==> src/logic/tcb_pkg.sv <==
//////////////////////////////////////////////////
// tcb bus types and constants
// byte lanes only, at most TCB_MAX_LANES per word
// status is a single bit, misalignment is the only error
//////////////////////////////////////////////////

`default_nettype none

package tcb_pkg;

  //////////////////////////////////////////////////
  // bus geometry
  //////////////////////////////////////////////////

  // bits per byte lane
  localparam int unsigned TCB_UNT_W = 8;

  // widest word the types below can describe
  localparam int unsigned TCB_MAX_LANES = 8;

  // offset field, one bit wider than the widest lane index
  localparam int unsigned TCB_OFF_W = $clog2(TCB_MAX_LANES) + 1;

  //////////////////////////////////////////////////
  // transfer size
  //////////////////////////////////////////////////

  // size code s means 2**s bytes
  typedef logic [1:0] tcb_siz_t;

  localparam tcb_siz_t TCB_SIZ_1 = 2'd0;
  localparam tcb_siz_t TCB_SIZ_2 = 2'd1;
  localparam tcb_siz_t TCB_SIZ_4 = 2'd2;
  localparam tcb_siz_t TCB_SIZ_8 = 2'd3;

  //////////////////////////////////////////////////
  // response status
  //////////////////////////////////////////////////

  localparam logic TCB_STS_OK  = 1'b0;
  localparam logic TCB_STS_MAL = 1'b1;

  // lane steering, stored whole in the response delay line
  typedef struct packed {
    logic [TCB_OFF_W-1:0] off;  // byte offset within the word
    tcb_siz_t             siz;  // size code
    logic                 ndn;  // 0 little, 1 big endian
  } tcb_sel_t;

endpackage : tcb_pkg

`default_nettype wire

==> src/logic/tcb_converter.sv <==
//////////////////////////////////////////////////
// reference to memory mode converter, combinational
// misaligned accesses are flagged and not forwarded
// siz must not exceed the word, lanes are descending
// read data is realigned with the delayed steering
//////////////////////////////////////////////////

`default_nettype none

module tcb_converter #(
  parameter int unsigned DAT_W = 32,
  parameter int unsigned ADR_W = 10
) (
  // manager request, reference mode
  input  wire logic                                   vld,
  input  wire logic                                   wen,
  input  wire logic                                   ndn,
  input  wire tcb_pkg::tcb_siz_t                      siz,
  input  wire logic [ADR_W-1:0]                       adr,
  input  wire logic [DAT_W-1:0]                       wdt,
  output logic                                        mal,
  // memory side
  input  wire logic                                   rdy,
  output logic                                        mem_vld,
  output logic                                        mem_wen,
  output logic [ADR_W-$clog2(DAT_W/8)-1:0]            mem_adr,
  output logic [DAT_W/8-1:0]                          mem_ben,
  output logic [DAT_W-1:0]                            mem_wdt,
  input  wire logic [DAT_W-1:0]                       mem_rdt,
  // delay line side
  output logic                                        trn,
  output tcb_pkg::tcb_sel_t                           req_sel,
  output logic                                        req_sts,
  input  wire tcb_pkg::tcb_sel_t                      rsp_sel,
  // realigned read data
  output logic [DAT_W-1:0]                            rdt
);

  import tcb_pkg::*;

  localparam int unsigned LANES = DAT_W / TCB_UNT_W;
  localparam int unsigned OFF_W = $clog2(LANES);

  // request offset and last byte index
  logic [OFF_W-1:0] req_off;
  logic [OFF_W-1:0] req_lst;
  // same pair, delayed to the response
  logic [OFF_W-1:0] rsp_off;
  logic [OFF_W-1:0] rsp_lst;

  // lane views of the data words
  logic [LANES-1:0][TCB_UNT_W-1:0] wdt_lan;
  logic [LANES-1:0][TCB_UNT_W-1:0] mem_wdt_lan;
  logic [LANES-1:0][TCB_UNT_W-1:0] mem_rdt_lan;
  logic [LANES-1:0][TCB_UNT_W-1:0] rdt_lan;

  // per lane multiplexer selects
  logic [OFF_W-1:0] sel_wdt [LANES];
  logic [OFF_W-1:0] sel_rdt [LANES];

  //////////////////////////////////////////////////
  // alignment
  //////////////////////////////////////////////////

  // low address bits must be zero for the size
  always_comb begin
    unique case (siz)
      TCB_SIZ_1: mal = 1'b0;
      TCB_SIZ_2: mal = adr[0];
      TCB_SIZ_4: mal = |adr[1:0];
      TCB_SIZ_8: mal = |adr[2:0];
    endcase
  end

  assign req_off = adr[OFF_W-1:0];
  // bytes minus one, wraps only for illegal sizes
  assign req_lst = OFF_W'((1 << siz) - 1);

  //////////////////////////////////////////////////
  // request
  //////////////////////////////////////////////////

  // misaligned accesses stop here
  assign mem_vld = vld & ~mal;
  assign mem_wen = wen;
  // word address, offset dropped
  assign mem_adr = adr[ADR_W-1:OFF_W];

  assign wdt_lan = wdt;

  always_comb begin
    for (int i = 0; i < LANES; i++) begin
      // lane i holds value byte i-off, or off+lst-i when big endian
      if (ndn) begin
        sel_wdt[i] = req_off + req_lst - OFF_W'(i);
      end else begin
        sel_wdt[i] = OFF_W'(i) - req_off;
      end
      // contiguous enables from off to off+lst
      mem_ben[i]     = (OFF_W'(i) - req_off) <= req_lst;
      mem_wdt_lan[i] = wdt_lan[sel_wdt[i]];
    end
  end

  assign mem_wdt = mem_wdt_lan;

  //////////////////////////////////////////////////
  // steering for the delay line
  //////////////////////////////////////////////////

  // every handshake, misaligned included
  assign trn = vld & rdy;

  always_comb begin
    req_sel.off = TCB_OFF_W'(req_off);
    req_sel.siz = siz;
    req_sel.ndn = ndn;
  end

  assign req_sts = mal ? TCB_STS_MAL : TCB_STS_OK;

  //////////////////////////////////////////////////
  // response
  //////////////////////////////////////////////////

  assign rsp_off     = rsp_sel.off[OFF_W-1:0];
  assign rsp_lst     = OFF_W'((1 << rsp_sel.siz) - 1);
  assign mem_rdt_lan = mem_rdt;

  always_comb begin
    for (int k = 0; k < LANES; k++) begin
      // inverse of the write rule
      if (rsp_sel.ndn) begin
        sel_rdt[k] = rsp_off + rsp_lst - OFF_W'(k);
      end else begin
        sel_rdt[k] = rsp_off + OFF_W'(k);
      end
      // bytes above the size read as zero
      if (OFF_W'(k) <= rsp_lst) begin
        rdt_lan[k] = mem_rdt_lan[sel_rdt[k]];
      end else begin
        rdt_lan[k] = '0;
      end
    end
  end

  assign rdt = rdt_lan;

  //////////////////////////////////////////////////
  // manager contract
  //////////////////////////////////////////////////

  always_comb begin
    if (vld) begin
      // an access never crosses a word
      siz_fits : assert final ((1 << siz) <= LANES)
        else $error("transfer size %0d exceeds %0d lanes", siz, LANES);
      adr_known : assert final (!$isunknown(adr))
        else $error("unknown address while vld is high");
    end
  end

endmodule : tcb_converter

`default_nettype wire

==> config.mk <==
export PLATFORM = sky130hd
export DESIGN_NAME = tcb_converter
export DESIGN_NICKNAME = d
export VERILOG_FILES = /design/src/logic/tcb_pkg.sv /design/src/logic/tcb_converter.sv
export SDC_FILE = /design/constraint.sdc
export NUM_CORES = 1
export LEC_CHECK = 0
export BUFFER_PORTS_ARGS = -buffer_cell sky130_fd_sc_hd__buf_2
export CAP_MARGIN = 15
export CORE_MARGIN = 5
export CORE_UTILIZATION = 46
export DETAILED_ROUTE_END_ITERATION = 16
export PLACE_DENSITY = 0.9
export SYNTH_ARGS = -nofsm -noshare
export SYNTH_HDL_FRONTEND = slang
export SYNTH_SLANG_ARGS = --single-unit
==> constraint.sdc <==
create_clock -name vclk -period 9.51
set_input_delay 1.4265 -clock vclk [all_inputs]
set_output_delay 1.4265 -clock vclk [all_outputs]
set_load 0.02 [all_outputs]
==> results of run 1 <==
-- synth_stat cells --
cell	number	area (um2)
o21ai_1	1	5.00
xnor2_1	1	8.76
clkbuf_2	1	5.00
nand3_1	1	5.00
inv_1	7	26.3
a221oi_1	3	26.3
mux2i_4	1	22.5
a211oi_1	8	60.1
nor2b_1	5	31.3
o21ai_0	3	15.0
fa_1	2	40.0
mux2_2	17	191
xor2_1	1	8.76
mux2i_1	118	1180
clkbuf_1	4	15.0
buf_6	2	22.5
buf_2	9	45.0
or2_2	2	12.5
and3_1	5	31.3
xor3_1	1	23.8
conb_1	1	3.75
buf_1	1	3.75
a21o_1	1	7.51
o21bai_1	1	7.51
xnor2_4	1	27.5
a21oi_1	3	15.0
buf_4	21	158
mux2i_2	4	55.1
nand2_1	35	131
a21boi_0	1	7.51
or3_1	1	6.26
and2_1	2	12.5
nand2b_1	1	6.26
ha_1	8	100
nor2_1	1	3.75
-- metrics by stage --
stage	total power [mW]	cell area, um2	setup WS [ps]	util	hold WS, ps
2_1_floorplan	0.248	2330	4060	-	2970
3_3_place_gp	0.330	2990	4000	0.620	2850
3_5_place_dp	0.338	2990	3930	0.620	2850
4_1_cts	0.339	2990	3930	0.620	2850
5_1_grt	0.362	2990	3720	0.621	2850
6_report	0.338	2990	3860	0.621	2850
-- worst max-delay path, stage by stage --
cell     delay, ps
buf_2          100
or2_2          430
ha_1           500
xor2_1         240
o21ai_1        520
and2_1         510
mux2i_1        290
buf_2          200
-- logic make-up after synthesis --
logic type	after synthesis	share of synthesized area
compound gates	21	0.0620
fa+ha+maj	10	0.0603
other cells	1	0.00161
xor+xnor	4	0.0296
buf+inv	45	0.119
mux	140	0.624
simple gates	53	0.103
-- cell type report --
cell class,instances,area share
Multi-Input combinational cell,230,0.690
Timing Repair Buffer,160,0.272
Tap cell,67,0.0280
Inverter,7,0.00879
Antenna cell,1,0.000837
-- routing by layer --
| layer | vias to the layer above | track usage | share of wire |
|---|---|---|---|
| li1 | 1221 | - | - |
| met1 | 1167 | 0.225 | 0.37 |
| met2 | 136 | 0.401 | 0.50 |
| met3 | 14 | 0.0432 | 0.099 |
| met4 | 0 | 0.0439 | 0.024 |
| met5 | - | 0 | 0 |
-- power by group --
group | switching (mW) | internal, mW
Sequential | 0 | 0
Combinational | 0.201 | 0.137
Clock | 0 | 0.0000000141
Total | 0.201 | 0.137
-- worst max-delay path by stage --
stage	start	end	slack, ps	cells after the start
after floorplan	rsp_sel[2]	rdt[16]	4060	11
after global placement	rsp_sel[2]	rdt[1]	4000	8
after detailed placement	rsp_sel[2]	rdt[6]	3930	8
after CTS	rsp_sel[2]	rdt[6]	3930	8
after global routing	rsp_sel[2]	rdt[6]	3720	8
final	rsp_sel[2]	rdt[6]	3860	8
==> metrics.txt, run 1 <==
DRC Markers=0; HP Class=input port to primary output; Boundary Pins=about 180; DRT Wirelength=approximately 7500 um; period utilization=0.594; Setup CP Type=input port to primary output; sequential fraction of the synthesis area=0; status=completed; peak fanout along the critical path=18; syn_area_per_cell=around 8.5 um2; Slew @ Worst Pin=between 600 and 700 ps; Core Area=a little under 5000 um2; leakage power figure=approximately 1.8 nW; commonest non-fill, non-tap cell in the layout=buf_2; Setup crit start kind=input port; layout cells sized above 1=0.469; Layout area overhead=28.7%; number of global-route vias before repair=about 2.5k; Slew headroom=0.548; GRT Overall Usage=0.206; Worst Path Required=8080 ps; CP endpoint kind=primary output; Initial Utilization=0.482; storage element area=0 um2; die area=around 6600 um2; largest net degree at the start of global routing=39; crit path time final=about 5600 ps; startpoint of the worst hold path=adr[5]; post-route ant nets=0; Synth cell types=35; synthesized cell area=2320 um2; Hold Vio Cnt, Final=0; max cap viols=0; Placer Congestion=approximately 0.85; gr ovfl total=0; Final setup viols=0; Max Clock Freq=roughly 180 MHz; DR pass1 iterations=4; routed vias/inst=between 5 and 6; Non-Filler Instances=465; placed cells=~460; PwrDens=~110 nW/um2; post-CTS resize count=0; Multi-input gate area=2060 um2; die width=between 80 and 90 um; Port-buffer cells=between 150 and 200; # clk buffers=0; Iter 0 DRT Violations=70; Seq cells=0; Routed WL per cell=roughly 16 um; detailed-route via count=roughly 2.5k; Arr. time, crit path=roughly 4200 ps; commonest non-fill, non-tap cells in the layout=155 x buf_2, 117 x mux2i_1, 35 x nand2_1; RSZ-0062 raised after global routing=false; synth warn=0; Fillers=414; worst hold path depth=0; Peak VDD IR=roughly 70 uV; Layout Nets=about 500; first-pass GRT wire length=approximately 11000 um; initial antenna violation count=1; # rows=25; number of hold buffers added after CTS=0; Worst Hold End=mem_adr[3]; fin. max-slew vios=0; final setup TNS=0 ps; Post-CTS Setup Inserts=0; dpl hpwl=between 6000 and 7000 um; chip height=81.1 um; post-synthesis cell count=roughly 270
Note: power is estimated with default switching activity, not from simulation.
==> inputs of run 2 (changes only) <==
Settings changed: CORE_UTILIZATION 46 to 39, PLACE_DENSITY 0.9 to 0.82.
Clock period 9.51 ns to 4.8 ns, I/O delays scaled along.
==> run 2 against run 1 <==
First-iteration DRC count up 36%. Non-clock buffer count grew 1. Sequential share of layout area unchanged. Utilization shrank 11 points. Wire length decreased by 1.2%. Via count fell by 2.2%. Critical path depth unchanged. Hold slack got worse by 1400 ps. Global-route usage down 2.7 points. Final area rose by 0.50%. Critical endpoint is now rdt[28].
==> metrics.txt, run 2 (same netlist as run 1, synthesis figures left out) <==
status=completed; detailed-route via count=2482 (-2.2%); dpl hpwl=6280 um (-2.5%); max cap viols=0 (unchanged); DR pass1 iterations=4 (unchanged); pre-CTS setup slack=677 ps (-3260 ps); period utilization=0.860; layout cells sized above 1=0.470 (+0.00134); Placer Congestion=0.844 (-1.2%); # clk buffers=0 (unchanged); post-route ant nets=0 (unchanged); Final Instance Area=3000 um2 (+0.50%); PwrDens=223 nW/um2 (+97%); n_diodes=0 (-1); number of global-route vias before repair=2485 (+1.1%); Routed WL per cell=15.6 um (-2.9%); peak fanout along the critical path=18 (unchanged); Peak VDD IR=159 uV (+120%); Slew headroom=0.534 (-0.0131); startpoint of the worst hold path=adr[9]; RSZ-0062 raised after global routing=false; largest net degree at the start of global routing=39 (unchanged); Boundary Pins=175 (unchanged); first-pass GRT wire length=11500 um (+2.3%); storage element area=0 um2 (unchanged); Core Area=5850 um2 (+21%); Hold Vio Cnt, Final=0 (unchanged); die area=7600 um2 (+16%); Max Clock Freq=approximately 240 MHz; Arr. time, crit path=3410 ps (-810 ps); Worst Hold End=mem_adr[7]; post-CTS resize count=0 (unchanged); worst hold path depth=0 (unchanged); fin. max-slew vios=0 (unchanged); Worst Path Required=4080 ps (-4000 ps); Fillers=552 (+33%); Final setup viols=0 (unchanged); commonest non-fill, non-tap cells in the layout=155 x buf_2, 117 x mux2i_1, 35 x nand2_1; placed cell area=3000 um2 (+0.59%); Layout area overhead=29.4%; Overall Power=0.671 mW (+98%); # rows=28 (+12%); routed vias/inst=5.25 (-3.9%); HP Class=input port to primary output; Port-buffer cells=155 (unchanged); chip height=87.2 um (+7.5%); DRC Markers=0 (unchanged); GRT Overall Usage=0.179 (-0.0272); Setup crit start kind=input port; crit path time final=roughly 4100 ps; Layout Nets=497 (+0.20%); final setup TNS=0 ps (unchanged); Iter 0 DRT Violations=95 (+36%); Seq cells=0 (unchanged); Slew @ Worst Pin=698 ps (+19.7 ps); gr ovfl total=0 (unchanged); leakage power figure=1.77 nW (+0.26%); commonest non-fill, non-tap cell in the layout=buf_2; DRT Wirelength=7370 um (-1.2%); final worst setup slack=672 ps (-3190 ps); die width=87.2 um (+7.5%); CP endpoint kind=primary output; number of hold buffers added after CTS=0 (unchanged); Post-CTS Setup Inserts=0 (unchanged); initial antenna violation count=0 (-1); Initial Utilization=0.397 (-0.0852); Setup CP Type=input port to primary output
run 2: cell count changes in the layout (fill, tap and decap cells not counted):
cell | before | now
diode_2 | 1 | 0
buf_4 | 5 | 6
run 2: layer usage:
metal	track usage	share of wire	wire (um)	vias to the layer above
li1	-	-	-	1228
met4	0.0293	0.017	125	0
met2	0.357	0.54	3970	90
met1	0.191	0.36	2660	1152
met5	0	0	0	-
met3	0.0388	0.083	613	12
run 2: worst max-delay path, stage by stage:
cell	delay, ps
buf_2	100
or2_2	440
ha_1	610
xor3_1	360
mux2i_4	110
xnor2_4	570
mux2i_1	290
buf_2	200
run 2: report_power, final:
group | switching, mW | total, mW | internal [mW]
Sequential | 0 | 0 | 0
Combinational | 0.399 | 0.671 | 0.272
Clock | 0 | 0 | 0
run 2: metrics by stage:
stage               utilization  hold slack, ps  cells
CTS                       0.513            1440    473
global placement          0.513            1440    473
detailed placement        0.513            1440    473
finish                    0.513            1440    473
global route              0.513            1440    473
floorplan                     -            1550    275
run 2: how the worst max path moves through the flow:
stage | depth (start not counted) | to | from | slack [ps]
finish | 8 | rdt[28] | rsp_sel[2] | 670
global route | 8 | rdt[31] | rsp_sel[2] | 520
CTS | 8 | rdt[28] | rsp_sel[2] | 660
detailed placement | 8 | rdt[28] | rsp_sel[2] | 680
global placement | 8 | rdt[9] | rsp_sel[2] | 750
floorplan | 11 | rdt[16] | rsp_sel[2] | 760
run 2: area by class of cell:
class                      instances  area [um2]  area share
multi-input combinational        230        2060       0.687
tap                               75        93.8      0.0312
inverter                           7        26.3     0.00875
timing repair buffer             161         821       0.273
