### src/logic/tcb_pkg.sv
//////////////////////////////////////////////////
// tcb bus types and constants
// byte lanes only, at most TCB_MAX_LANES per word
// status is a single bit, misalignment is the only error
//////////////////////////////////////////////////

`default_nettype none

package tcb_pkg;

  //////////////////////////////////////////////////
  // bus geometry
  //////////////////////////////////////////////////

  // bits per byte lane
  localparam int unsigned TCB_UNT_W = 8;

  // widest word the types below can describe
  localparam int unsigned TCB_MAX_LANES = 8;

  // offset field, one bit wider than the widest lane index
  localparam int unsigned TCB_OFF_W = $clog2(TCB_MAX_LANES) + 1;

  //////////////////////////////////////////////////
  // transfer size
  //////////////////////////////////////////////////

  // size code s means 2**s bytes
  typedef logic [1:0] tcb_siz_t;

  localparam tcb_siz_t TCB_SIZ_1 = 2'd0;
  localparam tcb_siz_t TCB_SIZ_2 = 2'd1;
  localparam tcb_siz_t TCB_SIZ_4 = 2'd2;
  localparam tcb_siz_t TCB_SIZ_8 = 2'd3;

  //////////////////////////////////////////////////
  // response status
  //////////////////////////////////////////////////

  localparam logic TCB_STS_OK  = 1'b0;
  localparam logic TCB_STS_MAL = 1'b1;

  // lane steering, stored whole in the response delay line
  typedef struct packed {
    logic [TCB_OFF_W-1:0] off;  // byte offset within the word
    tcb_siz_t             siz;  // size code
    logic                 ndn;  // 0 little, 1 big endian
  } tcb_sel_t;

endpackage : tcb_pkg

`default_nettype wire

### src/logic/tcb_rsp_delay.sv
//////////////////////////////////////////////////
// response delay line, RD_DLY stages
// one transfer per cycle, RD_DLY of them in flight
// only the valid bits are reset
//////////////////////////////////////////////////

`default_nettype none

module tcb_rsp_delay #(
  parameter int unsigned RD_DLY = 2
) (
  input  wire logic              clk,
  input  wire logic              arst_n,
  // request side
  input  wire logic              trn,
  input  wire tcb_pkg::tcb_sel_t req_sel,
  input  wire logic              req_sts,
  // response side
  output logic                   rsp_vld,
  output tcb_pkg::tcb_sel_t      rsp_sel,
  output logic                   sts
);

  import tcb_pkg::*;

  // stage 0 is loaded by the transfer, last stage is the response
  logic     vld_q [RD_DLY];
  tcb_sel_t sel_q [RD_DLY];
  logic     sts_q [RD_DLY];

  //////////////////////////////////////////////////
  // valid chain
  //////////////////////////////////////////////////

  always_ff @(posedge clk or negedge arst_n) begin
    if (!arst_n) begin
      for (int i = 0; i < RD_DLY; i++) begin
        vld_q[i] <= 1'b0;
      end
    end else begin
      vld_q[0] <= trn;
      for (int i = 1; i < RD_DLY; i++) begin
        vld_q[i] <= vld_q[i-1];
      end
    end
  end

  //////////////////////////////////////////////////
  // steering and status chain
  //////////////////////////////////////////////////

  always_ff @(posedge clk) begin
    // idle cycles keep the old payload, it is never used
    if (trn) begin
      sel_q[0] <= req_sel;
      sts_q[0] <= req_sts;
    end
    for (int i = 1; i < RD_DLY; i++) begin
      sel_q[i] <= sel_q[i-1];
      sts_q[i] <= sts_q[i-1];
    end
  end

  assign rsp_vld = vld_q[RD_DLY-1];
  assign rsp_sel = sel_q[RD_DLY-1];
  assign sts     = sts_q[RD_DLY-1];

  // response lines up with the memory read latency
  rsp_after_trn : assert property (@(posedge clk) disable iff (!arst_n)
    trn |-> ##RD_DLY rsp_vld)
    else $error("no response %0d cycles after transfer", RD_DLY);

  rsp_has_trn : assert property (@(posedge clk) disable iff (!arst_n)
    rsp_vld |-> $past(trn, RD_DLY))
    else $error("response without a transfer %0d cycles earlier", RD_DLY);

endmodule : tcb_rsp_delay

`default_nettype wire

### config.mk
export PLATFORM = sky130hd
export DESIGN_NAME = tcb_rsp_delay
export DESIGN_NICKNAME = d
export VERILOG_FILES = /design/src/logic/tcb_pkg.sv /design/src/logic/tcb_rsp_delay.sv
export SDC_FILE = /design/constraint.sdc
export NUM_CORES = 1
export LEC_CHECK = 0
export BUFFER_PORTS_ARGS = -buffer_cell sky130_fd_sc_hd__clkbuf_2
export CAP_MARGIN = 0
export CORE_AREA = 2 2 40 42
export DETAILED_ROUTE_END_ITERATION = 10
export DIE_AREA = 0 0 42 44
export PLACE_DENSITY_LB_ADDON = 0.25
export REMOVE_ABC_BUFFERS = 1
export SETUP_SLACK_MARGIN = 0.1
export SLEW_MARGIN = 30
export SYNTH_ARGS = -nofsm -noshare
export SYNTH_HDL_FRONTEND = slang
export SYNTH_SLANG_ARGS = --single-unit
### constraint.sdc
create_clock -name clk -period 0.8 [get_ports clk]
set_input_delay 0.04 -clock clk [delete_from_list [all_inputs] [get_ports clk]]
set_output_delay 0.04 -clock clk [all_outputs]
set_load 0.005 [all_outputs]
==> impl_metrics.py, run 1 <==
metrics = {
    "worst_setup_path": {
        "path_buf_inv": 1,
        "crit_fanout": 1,
        "end_kind": "output pin",
        "worstSetupPathType": "register to output pin",
        "r2r-start": "sel_q[0][5]",
        "arrival_ns": 0.75,
        "critPathTopFamily": "flip-flops",
        "r2r_slack_ns": 0.31,
        "slowest_stage": "dfrtp_1",
        "start_kind": "register",
        "max_stage_delay_ns": 0.37,
        "path_cells": "clkbuf_2",
        "reg2reg_to": "sel_q[0][12]",
        "cp.required_ns": 0.76,
        "r2r.worst_path.cells": 0,
    },
    "pwr": {
        "pwr-share-clk_pct": 25.5,
        "comb_power_share_pct": 7.1,
        "finalPower_mw": 1.56,
        "power_switching_mw": 0.277,
        "pwr-share-seq_pct": 67.4,
        "cellLeakagePower_nw": 0.303,
        "vdd_drop_max_uv": 1080,
        "switching_share_pct": 17.7,
        "power_density_nw_per_um2": 2250,
        "power.internal_mw": 1.29,
    },
    "grt": {
        "grt_first_pass_wirelength_um": 1080,
        "grt_usage_pct": 8.59,
        "grt_max_degree": 10,
        "antenna_found_initial": 0,
        "grt_pass1_vias": 294,
        "grt.overflow.total": 0,
    },
    "timing": {
        "skew_ns": 0.000236,
        "finalHoldViolations": 0,
        "tns_ns": 0,
        "fin_crit_ns": 0.793,
        "rsz0062_at_grt": "true",
        "slew_viol_final": 0,
        "period_share_pct": 99.1,
        "relSlewSlack_pct": 85.8,
        "worst_pin_slew_ns": 0.214,
        "timing.fmax_mhz": 1260,
        "setup_viol": 0,
    },
    "clock_network": {
        "cts-root-buf": "clkbuf_4",
        "cts_inserted_buffers": 3,
        "clock_latency_ns": 0.27,
        "post_cts_buffers": 0,
        "clkSlewWorstSetupHoldPaths_ns": 0.09,
        "clock_sinks": 18,
        "htree_levels": 1,
        "clockBufferDepth": 2,
        "cts_tree": "yes",
    },
    "routing": {
        "drcViolationCount": 0,
        "wl_per_cell_um": 9.49,
        "vias": 251,
        "drt-initial-drc-count": 0,
        "ant_nets": 0,
        "dr.pass1.iters": 1,
        "drt_wl_total_um": 617,
        "vias_per_cell": 3.86,
    },
    "min_path": {
        "whs_endpoint": "vld_q[1]",
        "hold_path.class": "input pin to register",
        "min_from": "trn",
        "worstHoldPathCells": 1,
    },
    "finish": {
        "n_antenna_cell": 0,
        "stdcell_count": 65,
        "fin_util_pct": 49.0,
        "multi_input_cells": 0,
        "nets": 62,
        "drive_gt1_share_pct": 53.1,
        "fillCellCount": 120,
        "multi_input_comb_area_um2": 0,
        "syn2layout_area_growth_pct": 38.3,
    },
    "synthesis": {
        "synthXorXnorAreaFrac_pct": 0,
        "muxShareOfSynthArea_pct": 0,
        "yosys_warnings": 0,
        "ys_seq_area_share_pct": 89.6,
        "synthAdderAreaFrac_pct": 0,
        "synth-simple-area-share_pct": 0,
        "syn_area_um2": 503,
        "synth_compound_area_share_pct": 0,
        "synth_top_family_by_area": "buffers and inverters",
        "synth_cells": 25,
        "syn_area_per_cell_um2": 20.1,
        "ys_ff_latch": 18,
        "netlist-cell-type-count": 4,
    },
    "placement": {
        "dp.cells": 53,
        "io_buffer_count": 19,
        "gp_congestion": 0.565,
    },
    "die": {
        "dieHeight_um": 44,
        "core_um2": 1420,
        "ioPinCount": 20,
        "rows": 14,
        "die_w_um": 42,
        "start_util_pct": 35.4,
        "die_area_um2": 1850,
    },
    "run_status": {
        "status": "completed",
    },
    "flow_run": {
        "max_cap_violations": 0,
    },
}
-- sequential cells by signal (all words and copies together) (netlist names) --
| register | count |
|---|---|
| sel_q | 14 |
| vld_q | 1 |
| sts_q | 2 |
| rsp_vld | 1 |
-- cells in the final DEF (no fill, tap or decap), drive strengths merged --
cell type	netlist	routed
dfrtp	2	2
dfxtp	8	8
edfxtp	8	8
dlygate4sd3	0	9
clkbuf	0	17
buf	7	5
-- synthesized netlist by cell type --
cell / instances / area [µm²]
buf_4: 7 / 52.6
dfrtp_1: 2 / 50.1
dfxtp_1: 8 / 160
edfxtp_1: 8 / 240
-- cell type report --
cell class	instances	area (µm²)	area share, %
clock buffers	3	22.5	3.24
flip-flops and latches	18	455	65.5
well taps	16	20.0	2.88
repair buffers	28	198	28.4
-- cell families after synthesis --
| kind of cell | Yosys count |
|---|---|
| DFF | 18 |
| buffers and inverters | 7 |
-- power groups by stage --
stage                     clock network (mW)  registers [mW]  logic [mW]
after floorplan                            0            1.07           0
after global placement                     0            1.07      0.0691
after detailed placement                   0            1.07      0.0710
after CTS                              0.417            1.05       0.105
after global routing                   0.464            1.06       0.123
final                                  0.399            1.05       0.112
-- metrics by stage --
| step | hold slack (ns) | worst slack, ns | instance area [µm²] |
|---|---|---|---|
| 6_report | 0.0228 | 0.00725 | 696 |
| 5_1_grt | 0.0182 | -0.0416 | 696 |
| 4_1_cts | 0.0180 | 0.00190 | 679 |
| 3_5_place_dp | -0.167 | 0.225 | 566 |
| 3_3_place_gp | -0.176 | 0.240 | 566 |
| 2_1_floorplan | -0.256 | 0.350 | 450 |
-- worst max-delay path by stage --
stage	slack, ns	cells after the start	startpoint	endpoint
after floorplan	0.35	0	vld_q[1]	rsp_vld
after global placement	0.24	1	trn	sel_q[0][2]
after detailed placement	0.22	1	trn	sel_q[0][1]
after CTS	0.002	1	rsp_vld	rsp_vld
after global routing	-0.04	1	rsp_vld	rsp_vld
final	0.007	1	rsp_vld	rsp_vld
-- routing by layer --
metal,GRT usage (%),wire length (µm),vias to the layer above
met5,0,0,-
met4,7.74,4,0
met3,5.00,61,2
met2,14.7,333,12
met1,6.79,217,111
li1,-,-,126
-- timing repair --
item / in CTS / in global routing
gates cloned: 0 / 0
hold endpoints to repair: 10 / 0
resized for setup: 1 / 8
hold buffers: 9 / 0
endpoints found under the setup margin: 9 / 9
Note: power is estimated with default switching activity, not from simulation.
==> run 2: changes to the inputs <==
--- a/config.mk
+++ b/config.mk
@@ -11,7 +11,6 @@
 export DETAILED_ROUTE_END_ITERATION = 10
 export DIE_AREA = 0 0 42 44
 export PLACE_DENSITY_LB_ADDON = 0.25
-export REMOVE_ABC_BUFFERS = 1
 export SETUP_SLACK_MARGIN = 0.1
 export SLEW_MARGIN = 30
 export SYNTH_ARGS = -nofsm -noshare
==> run 2 against run 1 <==
Against the previous run: flip-flop and latch count unchanged; fmax increased by 0.42%; worst hold slack got worse by 0.0094 ns; global-route usage decreased by 1.5 points; via count increased by 2.8%; non-clock buffer count unchanged; utilization decreased by 0.18 points; die area unchanged; clock skew increased by 0.0058 ns; critical endpoint unchanged.
==> impl_metrics.py, run 2 (synthesized netlist as in run 1, its figures left out) <==
metrics = {
    "clock_network": {
        "cts-root-buf": "clkbuf_4",
        "clockBufferDepth": 2,
        "clock_sinks": 18,
        "clkSlewWorstSetupHoldPaths_ns": 0.09,
        "cts_inserted_buffers": 3,
        "cts_tree": "yes",
        "clock_latency_ns": 0.27,
        "post_cts_buffers": 0,
        "htree_levels": 1,
    },
    "run_status": {
        "status": "completed",
    },
    "timing": {
        "fin_crit_ns": 0.789,
        "period_share_pct": 98.7,
        "slew_viol_final": 0,
        "timing.fmax_mhz": 1270,
        "finalHoldViolations": 0,
        "worst_pin_slew_ns": 0.208,
        "rsz0062_at_grt": "true",
        "setup_slack_ns": 0.0105,
        "finalHoldWorstSlack_ns": 0.0134,
        "setup_viol": 0,
        "relSlewSlack_pct": 86.2,
        "skew_ns": 0.00602,
    },
    "routing": {
        "vias_per_cell": 3.91,
        "drt-initial-drc-count": 6,
        "wl_per_cell_um": 8.36,
        "drcViolationCount": 0,
        "vias": 258,
        "drt_wl_total_um": 552,
        "ant_nets": 0,
        "dr.pass1.iters": 2,
    },
    "worst_setup_path": {
        "start_kind": "register",
        "crit_fanout": 1,
        "end_kind": "output pin",
        "path_buf_inv": 1,
        "slowest_stage": "dfrtp_1",
        "path_cells": "clkbuf_2",
        "arrival_ns": 0.75,
        "max_stage_delay_ns": 0.37,
        "cp.required_ns": 0.76,
        "critPathTopFamily": "flip-flops",
        "worstSetupPathType": "register to output pin",
    },
    "finish": {
        "multi_input_cells": 0,
        "fillCellCount": 129,
        "largest_reg_flops": 14,
        "drive_gt1_share_pct": 52.0,
        "n_antenna_cell": 0,
        "layout_common_cells": "clkbuf_2, dlygate4sd3_1, edfxtp_1",
        "layout_commonest_cell": "clkbuf_2",
        "top_regs": "sel_q x14, sts_q x2",
        "top_register": "sel_q",
        "nets": 62,
        "stdcell_count": 66,
        "syn2layout_area_growth_pct": 37.8,
        "multi_input_comb_area_um2": 0,
    },
    "die": {
        "die_w_um": 42,
        "dieHeight_um": 44,
        "core_um2": 1420,
        "die_area_um2": 1850,
        "start_util_pct": 35.4,
        "rows": 14,
        "ioPinCount": 20,
    },
    "grt": {
        "grt_usage_pct": 7.06,
        "grt.overflow.total": 0,
        "grt_max_degree": 11,
        "antenna_found_initial": 0,
        "grt_pass1_vias": 239,
        "grt_first_pass_wirelength_um": 917,
    },
    "placement": {
        "io_buffer_count": 19,
        "dp.cells": 53,
        "pre_cts_ws_ns": 0.226,
        "gp_congestion": 0.600,
    },
    "pwr": {
        "cellLeakagePower_nw": 0.302,
        "vdd_drop_max_uv": 1010,
        "power_density_nw_per_um2": 2280,
    },
    "synthesis": {
        "synthesis.nets": 36,
    },
    "flow_run": {
        "max_cap_violations": 0,
    },
    "min_path": {
        "hold_path.class": "input pin to register",
    },
}
## run 2: area by class of cell
cell class,instances,area [µm²],share of cell area (%)
Sequential cell,18,455,65.7
Timing Repair Buffer,28,191,27.6
Clock buffer,4,26.3,3.79
Tap cell,16,20.0,2.89
## run 2: path summary, 6_finish.rpt
check                            startpoint      endpoint  slack (ns)  depth (start not counted)
max in group asynchronous            arst_n      vld_q[1]        0.63                          2
worst min register to register  sel_q[0][5]  sel_q[0][12]        0.35                          0
worst max-delay path                rsp_vld       rsp_vld        0.01                          1
min in group asynchronous            arst_n       rsp_vld        0.07                          2
worst min-delay path                    trn      vld_q[1]        0.01                          1
worst max register to register  sel_q[0][6]  sel_q[0][13]        0.30                          0
## run 2: metal layers
layer	vias up	share of wire (%)	wire, µm	GRT usage [%]
met4	0	0	0	3.87
li1	128	-	-	-
met3	0	12	68	5.00
met5	-	0	0	0
met1	117	34	189	6.78
met2	13	53	294	11.3
## run 2: through the flow
step                      area (µm²)  util, %   TNS, ns  total power, mW
after floorplan                  503        -         0             1.11
after global placement           566     39.9         0             1.14
after detailed placement         566     39.9         0             1.14
after CTS                        682     48.1  -0.00627             1.60
after global routing             693     48.9   -0.0267             1.66
final                            693     48.9         0             1.58
## run 2: where the power goes
group	internal (mW)	total (mW)	switching [mW]
clock	0.193	0.421	0.228
combinational	0.0714	0.106	0.0346
sequential	1.04	1.05	0.0152
## run 2: what timing repair did
item	in CTS	in global routing
gates resized for setup	0	9
endpoints found under the setup margin	9	9
hold buffers	9	0
endpoints found under the hold margin	10	0
gates cloned	0	0
==> run 3: changes to the inputs <==
--- a/config.mk
+++ b/config.mk
@@ -11,6 +11,7 @@
 export DETAILED_ROUTE_END_ITERATION = 10
 export DIE_AREA = 0 0 42 44
 export PLACE_DENSITY_LB_ADDON = 0.25
+export RECOVER_POWER = 50
 export SETUP_SLACK_MARGIN = 0.1
 export SLEW_MARGIN = 30
 export SYNTH_ARGS = -nofsm -noshare
==> run 3 against run 2 <==
Against the previous run: clock-buffer cell count is the same; non-clock buffer count is the same; cell count is the same; global-route usage is the same; power is essentially flat.
==> impl_metrics.py, run 3 (synthesized netlist as in run 1, its figures left out) <==
metrics = {
    "clock_network": {
        "cts-root-buf": "clkbuf_4",
        "htree_levels": 1,
        "clock_latency_ns": 0.27,
        "clock_sinks": 18,
        "clockBufferDepth": 2,
        "clkSlewWorstSetupHoldPaths_ns": 0.09,
        "cts_tree": "yes",
        "cts_inserted_buffers": 3,
    },
    "worst_setup_path": {
        "start_kind": "register",
        "r2r_slack_ns": 0.30,
        "critPathTopFamily": "flip-flops",
        "slowest_stage": "dfrtp_1",
        "end_kind": "output pin",
        "max_stage_delay_ns": 0.37,
        "reg2reg_to": "sel_q[0][13]",
        "worstSetupPathType": "register to output pin",
        "arrival_ns": 0.75,
        "crit_fanout": 1,
        "r2r.worst_path.cells": 0,
        "path_cells": "clkbuf_2",
        "cp.required_ns": 0.76,
        "r2r-start": "sel_q[0][6]",
        "path_buf_inv": 1,
    },
    "pwr": {
        "power_switching_mw": 0.278,
        "pwr-share-clk_pct": 26.7,
        "power_density_nw_per_um2": 2280,
        "power.internal_mw": 1.30,
        "comb_power_share_pct": 6.6,
        "switching_share_pct": 17.6,
        "vdd_drop_max_uv": 1010,
        "cellLeakagePower_nw": 0.296,
        "finalPower_mw": 1.58,
        "pwr-share-seq_pct": 66.7,
    },
    "timing": {
        "fin_crit_ns": 0.789,
        "relSlewSlack_pct": 70.6,
        "skew_ns": 0.00611,
        "rsz0062_at_grt": "true",
        "finalHoldViolations": 0,
        "setup_viol": 0,
        "finalHoldWorstSlack_ns": 0.0708,
        "period_share_pct": 98.7,
        "timing.fmax_mhz": 1270,
        "slew_viol_final": 0,
        "worst_pin_slew_ns": 0.441,
    },
    "die": {
        "core_um2": 1420,
        "dieHeight_um": 44,
        "ioPinCount": 20,
        "die_area_um2": 1850,
        "rows": 14,
        "die_w_um": 42,
        "start_util_pct": 35.4,
    },
    "placement": {
        "io_buffer_count": 19,
        "gp_congestion": 0.600,
    },
    "grt": {
        "grt_pass1_vias": 239,
        "grt.overflow.total": 0,
        "grt_max_degree": 11,
        "grt_first_pass_wirelength_um": 917,
        "grt_usage_pct": 7.06,
        "antenna_found_initial": 0,
    },
    "routing": {
        "vias": 258,
        "vias_per_cell": 3.91,
        "ant_nets": 0,
        "drt_wl_total_um": 555,
        "drcViolationCount": 0,
        "drt-initial-drc-count": 6,
        "wl_per_cell_um": 8.41,
        "dr.pass1.iters": 2,
    },
    "finish": {
        "drive_gt1_share_pct": 48.0,
        "top_regs": "sel_q x14, sts_q x2",
        "largest_reg_flops": 14,
        "multi_input_comb_area_um2": 0,
        "layout_commonest_cell": "clkbuf_2",
        "top_register": "sel_q",
        "n_antenna_cell": 0,
        "syn2layout_area_growth_pct": 37.3,
        "nets": 62,
        "multi_input_cells": 0,
        "fillCellCount": 131,
        "layout_common_cells": "clkbuf_2, dlygate4sd3_1, edfxtp_1",
    },
    "run_status": {
        "status": "completed",
    },
    "synthesis": {
        "synthesis.nets": 36,
    },
    "min_path": {
        "hold_path.class": "input pin to async pin",
    },
    "flow_run": {
        "max_cap_violations": 0,
    },
}
-- run 3: worst max path at each step --
stage | slack [ns] | endpoint | start | cells after the start
floorplan | 0.35 | rsp_vld | vld_q[1] | 0
global placement | 0.25 | sel_q[0][2] | trn | 1
detailed placement | 0.23 | sts_q[0][0] | trn | 1
CTS | -0.006 | rsp_vld | rsp_vld | 1
global route | -0.03 | rsp_vld | rsp_vld | 1
finish | 0.01 | rsp_vld | rsp_vld | 1
-- run 3: cell type report --
cell class / count / area [µm²] / share of cell area [%]
Clock buffer: 4 / 26.3 / 3.80
Sequential cell: 18 / 455 / 65.9
Timing Repair Buffer: 28 / 189 / 27.4
Tap cell: 16 / 20.0 / 2.90
-- run 3: repair_timing --
item                                   in CTS  in global routing
resized for setup                           0                  9
endpoints found under the hold margin      10                  0
setup buffers                               0                  0
hold buffers                                9                  0
pin swaps                                   0                  0
setup endpoints to repair                   9                  9
-- run 3: per-stage QoR --
stage | instance area (µm²) | instances | util, % | setup TNS (ns) | worst slack [ns]
3_3_place_gp | 566 | 53 | 39.9 | 0 | 0.253
2_1_floorplan | 503 | 25 | - | 0 | 0.350
4_1_cts | 682 | 66 | 48.1 | -0.00627 | -0.00627
3_5_place_dp | 566 | 53 | 39.9 | 0 | 0.226
6_report | 691 | 66 | 48.7 | 0 | 0.0107
5_1_grt | 691 | 66 | 48.7 | -0.0267 | -0.0267
-- run 3: power by group through the flow --
| stage | Sequential [mW] | Clock, mW | Combinational (mW) |
|---|---|---|---|
| after floorplan | 1.07 | 0 | 0.0421 |
| after global routing | 1.06 | 0.487 | 0.115 |
| after global placement | 1.07 | 0 | 0.0686 |
| after CTS | 1.05 | 0.447 | 0.104 |
| after detailed placement | 1.07 | 0 | 0.0702 |
| final | 1.05 | 0.421 | 0.105 |
-- run 3: routing by layer --
metal | global-route usage [%] | up-vias | part of all wire [%]
met5 | 0 | - | 0
met4 | 3.87 | 0 | 0
met3 | 5.00 | 0 | 12
met2 | 11.3 | 13 | 53
met1 | 6.78 | 117 | 35
li1 | - | 128 | -
